### src/mul_pkg.sv
/*
 * mul_pkg
 * vector sizes, opcode and rounding codes, and the packed lane views
 * shared by the vector integer multiply unit
 */
`default_nettype none

package mul_pkg;

  //////////////////////////////
  // vector geometry
  //////////////////////////////
  localparam int VLEN   = 128;
  localparam int VBYTES = VLEN / 8;

  // element width codes, 3 falls back to 8 bit
  localparam logic [1:0] EEW8  = 2'd0;
  localparam logic [1:0] EEW16 = 2'd1;
  localparam logic [1:0] EEW32 = 2'd2;

  //////////////////////////////
  // opcode fields
  //////////////////////////////
  localparam logic [2:0] OPIVV = 3'b000;
  localparam logic [2:0] OPMVV = 3'b010;
  localparam logic [2:0] OPIVX = 3'b100;
  localparam logic [2:0] OPMVX = 3'b110;

  localparam logic [5:0] F6_VMUL    = 6'b100101;
  localparam logic [5:0] F6_VMULH   = 6'b100111;
  localparam logic [5:0] F6_VMULHU  = 6'b100100;
  localparam logic [5:0] F6_VMULHSU = 6'b100110;
  localparam logic [5:0] F6_VSMUL   = 6'b100111; // only under OPI

  // fixed-point rounding
  localparam logic [1:0] VXRM_RNU = 2'd0; // round to nearest up
  localparam logic [1:0] VXRM_RNE = 2'd1; // round to nearest even
  localparam logic [1:0] VXRM_RDN = 2'd2; // truncate
  localparam logic [1:0] VXRM_ROD = 2'd3; // round to odd

  //////////////////////////////
  // lane views
  //////////////////////////////
  typedef union packed {
    logic [VBYTES-1:0][7:0]    b;
    logic [VBYTES/2-1:0][15:0] h;
    logic [VBYTES/4-1:0][31:0] w;
  } vreg_t;

  // double width element products
  typedef union packed {
    logic [VBYTES-1:0][15:0]   p16;
    logic [VBYTES/2-1:0][31:0] p32;
    logic [VBYTES/4-1:0][63:0] p64;
  } full_prod_t;

endpackage

`default_nettype wire

### src/mul_if.sv
/*
 * multiply pipeline stage interfaces
 * decoder to tile array, tile array to lane sum, lane sum to writeback
 */
`default_nettype none


interface mul_pp_if #(parameter int ROB_W = 6) ();
  logic                            valid;
  logic [ROB_W-1:0]                rob_entry;
  logic [1:0]                      eew;
  logic                            keep_low;
  logic                            is_vsmul;
  logic [1:0]                      vxrm;
  logic                            dst_signed;
  logic [4*mul_pkg::VBYTES-1:0][16:0] prod; // 17 bit exact byte products

  modport src (output valid, rob_entry, eew, keep_low, is_vsmul, vxrm, dst_signed, prod);
  modport dst (input valid, rob_entry, eew, keep_low, is_vsmul, vxrm, dst_signed, prod);
endinterface

interface mul_full_if #(parameter int ROB_W = 6) ();
  logic                            valid;
  logic [ROB_W-1:0]                rob_entry;
  logic [1:0]                      eew;
  logic                            keep_low;
  logic                            is_vsmul;
  logic [1:0]                      vxrm;
  mul_pkg::full_prod_t             full;

  modport src (output valid, rob_entry, eew, keep_low, is_vsmul, vxrm, full);
  modport dst (input valid, rob_entry, eew, keep_low, is_vsmul, vxrm, full);
endinterface

`default_nettype wire

### src/mul_lane_sum.sv
/*
 * lane sum
 * recombines registered byte products into 16, 32 or 64 bit element products
 */
`default_nettype none

module mul_lane_sum #(
  parameter int ROB_W = 6
) (
  mul_pp_if.dst   pp,
  mul_full_if.src full
);

  logic [mul_pkg::VBYTES-1:0][15:0]   acc8;
  logic [mul_pkg::VBYTES/2-1:0][31:0] acc16;
  logic [mul_pkg::VBYTES/4-1:0][63:0] acc32;

  if ($bits(full.rob_entry) != ROB_W) begin : g_rob_w_check
    $error("lane sum rob tag width does not match ROB_W");
  end

  assign full.valid     = pp.valid;
  assign full.rob_entry = pp.rob_entry;
  assign full.eew       = pp.eew;
  assign full.keep_low  = pp.keep_low;
  assign full.is_vsmul  = pp.is_vsmul;
  assign full.vxrm      = pp.vxrm;

  //////////////////////////////
  // shift and add per width
  //////////////////////////////
  always_comb begin : recombine
    logic [63:0]  term;
    logic [63:0]  shifted;
    int unsigned  e16;
    acc8  = '0;
    acc16 = '0;
    acc32 = '0;
    for (int z = 0; z < 4; z++) begin
      for (int y = 0; y < 4; y++) begin
        for (int x = 0; x < 4; x++) begin
          // cross terms carry a sign only on signed ops
          term = {{47{pp.dst_signed & pp.prod[z*16+y*4+x][16]}}, pp.prod[z*16+y*4+x]};
          if (x == y) begin
            acc8[z*4+x] = term[15:0];
          end
          if (x / 2 == y / 2) begin
            e16        = z * 2 + x / 2;
            shifted    = term << (8 * (x % 2 + y % 2));
            acc16[e16] = acc16[e16] + shifted[31:0];
          end
          acc32[z] = acc32[z] + (term << (8 * (x + y)));
        end
      end
    end
  end

  always_comb begin
    case (pp.eew)
      mul_pkg::EEW32: full.full.p64 = acc32;
      mul_pkg::EEW16: full.full.p32 = acc16;
      default:        full.full.p16 = acc8;  // 8 bit and code 3
    endcase
  end

endmodule

`default_nettype wire

### src/flat_wrapper.sv
// flat-port wrapper written by rule: the top's interface ports become plain ports
module mul_lane_sum_flat 
#(
  parameter int ROB_W = 6
)
  (pp_valid, pp_rob_entry, pp_eew, pp_keep_low, pp_is_vsmul, pp_vxrm, pp_dst_signed, pp_prod, full_valid, full_rob_entry, full_eew, full_keep_low, full_is_vsmul, full_vxrm, full_full);
  mul_pp_if #(.ROB_W(ROB_W)) pp_i ();
  mul_full_if #(.ROB_W(ROB_W)) full_i ();
  input wire logic [$bits(pp_i.valid)-1:0] pp_valid;
  input wire logic [$bits(pp_i.rob_entry)-1:0] pp_rob_entry;
  input wire logic [$bits(pp_i.eew)-1:0] pp_eew;
  input wire logic [$bits(pp_i.keep_low)-1:0] pp_keep_low;
  input wire logic [$bits(pp_i.is_vsmul)-1:0] pp_is_vsmul;
  input wire logic [$bits(pp_i.vxrm)-1:0] pp_vxrm;
  input wire logic [$bits(pp_i.dst_signed)-1:0] pp_dst_signed;
  input wire logic [$bits(pp_i.prod)-1:0] pp_prod;
  output wire logic [$bits(full_i.valid)-1:0] full_valid;
  output wire logic [$bits(full_i.rob_entry)-1:0] full_rob_entry;
  output wire logic [$bits(full_i.eew)-1:0] full_eew;
  output wire logic [$bits(full_i.keep_low)-1:0] full_keep_low;
  output wire logic [$bits(full_i.is_vsmul)-1:0] full_is_vsmul;
  output wire logic [$bits(full_i.vxrm)-1:0] full_vxrm;
  output wire logic [$bits(full_i.full)-1:0] full_full;
  assign pp_i.valid = pp_valid;
  assign pp_i.rob_entry = pp_rob_entry;
  assign pp_i.eew = pp_eew;
  assign pp_i.keep_low = pp_keep_low;
  assign pp_i.is_vsmul = pp_is_vsmul;
  assign pp_i.vxrm = pp_vxrm;
  assign pp_i.dst_signed = pp_dst_signed;
  assign pp_i.prod = pp_prod;
  assign full_valid = full_i.valid;
  assign full_rob_entry = full_i.rob_entry;
  assign full_eew = full_i.eew;
  assign full_keep_low = full_i.keep_low;
  assign full_is_vsmul = full_i.is_vsmul;
  assign full_vxrm = full_i.vxrm;
  assign full_full = full_i.full;
  mul_lane_sum #(.ROB_W(ROB_W)) u_core (.pp(pp_i), .full(full_i));
endmodule
### config.mk
export PLATFORM = sky130hd
export DESIGN_NAME = mul_lane_sum_flat
export DESIGN_NICKNAME = d
export VERILOG_FILES = /design/src/mul_pkg.sv /design/src/mul_if.sv /design/src/mul_lane_sum.sv /design/src/flat_wrapper.sv
export SDC_FILE = /design/constraint.sdc
export NUM_CORES = 2
export LEC_CHECK = 0
export BUFFER_PORTS_ARGS = -buffer_cell sky130_fd_sc_hd__buf_2
export CAP_MARGIN = 0
export CORE_AREA = 4 4 539 541
export DETAILED_ROUTE_END_ITERATION = 12
export DIE_AREA = 0 0 543 545
export PLACE_DENSITY = 0.48
export SLEW_MARGIN = 40
export SYNTH_ARGS = -nofsm -noshare
export SYNTH_HDL_FRONTEND = slang
export SYNTH_SLANG_ARGS = --single-unit
### constraint.sdc
create_clock -name vclk -period 12.4
set_clock_uncertainty 0.2 [all_clocks]
set_input_delay 0 -clock vclk [all_inputs]
set_output_delay 0 -clock vclk [all_outputs]
set_load 0.01 [all_outputs]
==> qor.txt <==
fin cells: 12,803
Max Used Layer: met5
via/cell ratio: 4.58
CP max FO: 19
most frequent cells in the layout: inv_1 (2,216), fa_1 (1,528), buf_2 (1,344), ha_1 (878), a21oi_1 (427)
initial antenna violation count: 181
synth-to-layout area growth: 17.1%
Buf+Inv Stages, Crit Path: 5
die area: 0.296 sq mm
most common cell after layout, fill and taps aside: inv_1
CTS Hold Buffers Added: 11
drt initial violations: 3,525
share of cells above drive strength 1: 0.166
Ys Warns: 0
CP most frequent cell: a21oi_1
Row Count: 196
Hold WC Path Type: input port to output port
seq_cells: 0
status: complete, no violations
DRC: 0
delay-heaviest family, CP: adder cells
Max Freq: 93.6 MHz
critical path class: input port to output port
Final setup viols: 0
MaxCap Viol Count: 0
global-route usage over all layers: 0.212
Hold Vio Cnt, Final: 0
DRT Pass-1 Iters: 5
WP data arrival: 10.49 ns
Nets: 12,486
fillers: 30,924
Post-Syn Area: 0.0692 sq mm
Die W: 543 um
Antenna Violating Nets Remaining: 0
Pins Over Slew Limit: 0
Rel. slew slack: 0.412
vias post-DR: 58,590
Total Routed Length: 322,000 um
Remaining Overflow, GRT: 0
core footprint: 0.285 sq mm
Initial Utilization: 0.243
startpoint types: input port
worst slack at placement: 1.87 ns
RD Place Congestion: 0.967
Setup Buffers After CTS: 0
port bufs: 1,345
post-CTS sizing: 0
Post-DP HPWL: 299,000 um
met2 wire len: 156,000 um
post-synthesis instance total: 7,683
Slowest-stage cell, CP: fa_1
IO Count: 1,371
RSZ-0062 raised after global routing: no
placed cells: 12,723
syn avg cell area: 9.00 sq um
die height: 545 um
sequential fraction of the synthesis area: 0
first-pass GRT wire length: 451,000 um
setup ws final: 1.71 ns
clock buffers: 0
distinct cell type count after synthesis: 87
Tcrit/Tclk final: 0.862
largest net degree at the start of global routing: 71
Routed WL per cell: 25.1 um
Post-Synthesis Net Count: 11,195
routed metal-1 wirelength: 130,000 um
WP data required: 12.20 ns
critical path's largest stage delay: 0.71 ns
Critical Path Sink Type: output port
Setup TNS: 0 ns
crit path time final: 10.69 ns
actual slew at the worst max-slew pin: 0.882 ns
routed wl met3: 22,900 um
register area: 0 sq um
vias in the first global route: 62,673
Layout Utilization: 0.284
[synthesized netlist by cell type, types with 12 or more instances]
| cell | n | area share |
|---|---|---|
| o211ai_1 | 13 | 0.0014 |
| a211oi_1 | 28 | 0.0030 |
| nor2_1 | 188 | 0.010 |
| a31oi_1 | 48 | 0.0043 |
| or3_1 | 22 | 0.0020 |
| nand4_1 | 24 | 0.0022 |
| a22o_1 | 13 | 0.0016 |
| o21bai_1 | 71 | 0.0077 |
| a21boi_0 | 12 | 0.0013 |
| buf_4 | 13 | 0.0014 |
| nor2b_1 | 87 | 0.0079 |
| nand2_1 | 307 | 0.017 |
| a221oi_1 | 76 | 0.0096 |
| nand3_1 | 72 | 0.0052 |
| a21o_1 | 201 | 0.022 |
| a21oi_1 | 428 | 0.031 |
| a211o_1 | 13 | 0.0016 |
| and3_1 | 44 | 0.0040 |
| a221o_1 | 13 | 0.0019 |
| nor3_1 | 87 | 0.0063 |
| ha_1 | 880 | 0.16 |
| inv_1 | 2218 | 0.12 |
| fa_1 | 1530 | 0.44 |
| a22oi_1 | 53 | 0.0058 |
| and2_1 | 52 | 0.0047 |
| xnor2_1 | 326 | 0.041 |
| o21ai_0 | 281 | 0.020 |
| clkbuf_1 | 103 | 0.0056 |
| xor2_1 | 170 | 0.022 |
| o21a_1 | 45 | 0.0049 |
| nand2b_1 | 43 | 0.0039 |
[metrics by stage]
| stage | hold WS [ns] | cell area (sq um) |
|---|---|---|
| after CTS | 0.0591 | 80800 |
| after global placement | -0.200 | 80600 |
| after global routing | 0.0717 | 80900 |
| after detailed placement | -0.200 | 80700 |
| after floorplan | -0.108 | 69200 |
| final | 0.0581 | 81000 |
[layout make-up]
class	count	area, sq um	share of cell area
tap	3762	4710	0.0581
inverter	2219	8330	0.103
multi-input combinational	5344	60500	0.747
antenna	69	173	0.00213
timing repair buffer	1409	7320	0.0903
[worst paths after layout]
check | end | cells after the start | from | slack [ns]
worst max-delay path | full_full[254] | 37 | pp_dst_signed | 1.71
worst min-delay path | full_eew[1] | 2 | pp_eew[1] | 0.06
[metal layers]
layer	up-vias	global-route usage
met2	2012	0.370
li1	26742	-
met4	84	0.0565
met1	29337	0.264
met5	-	0
met3	415	0.0445
[cell families after synthesis]
group | Yosys count | synth area share
fa+ha+maj | 2410 | 0.602
buf+inv | 2339 | 0.128
mux | 11 | 0.00174
simple gates | 974 | 0.0682
xor+xnor | 496 | 0.0628
compound gates | 1453 | 0.138
Power is not shown: default switching activity piles up to over one toggle a cycle in this logic, so the estimate is an artifact.
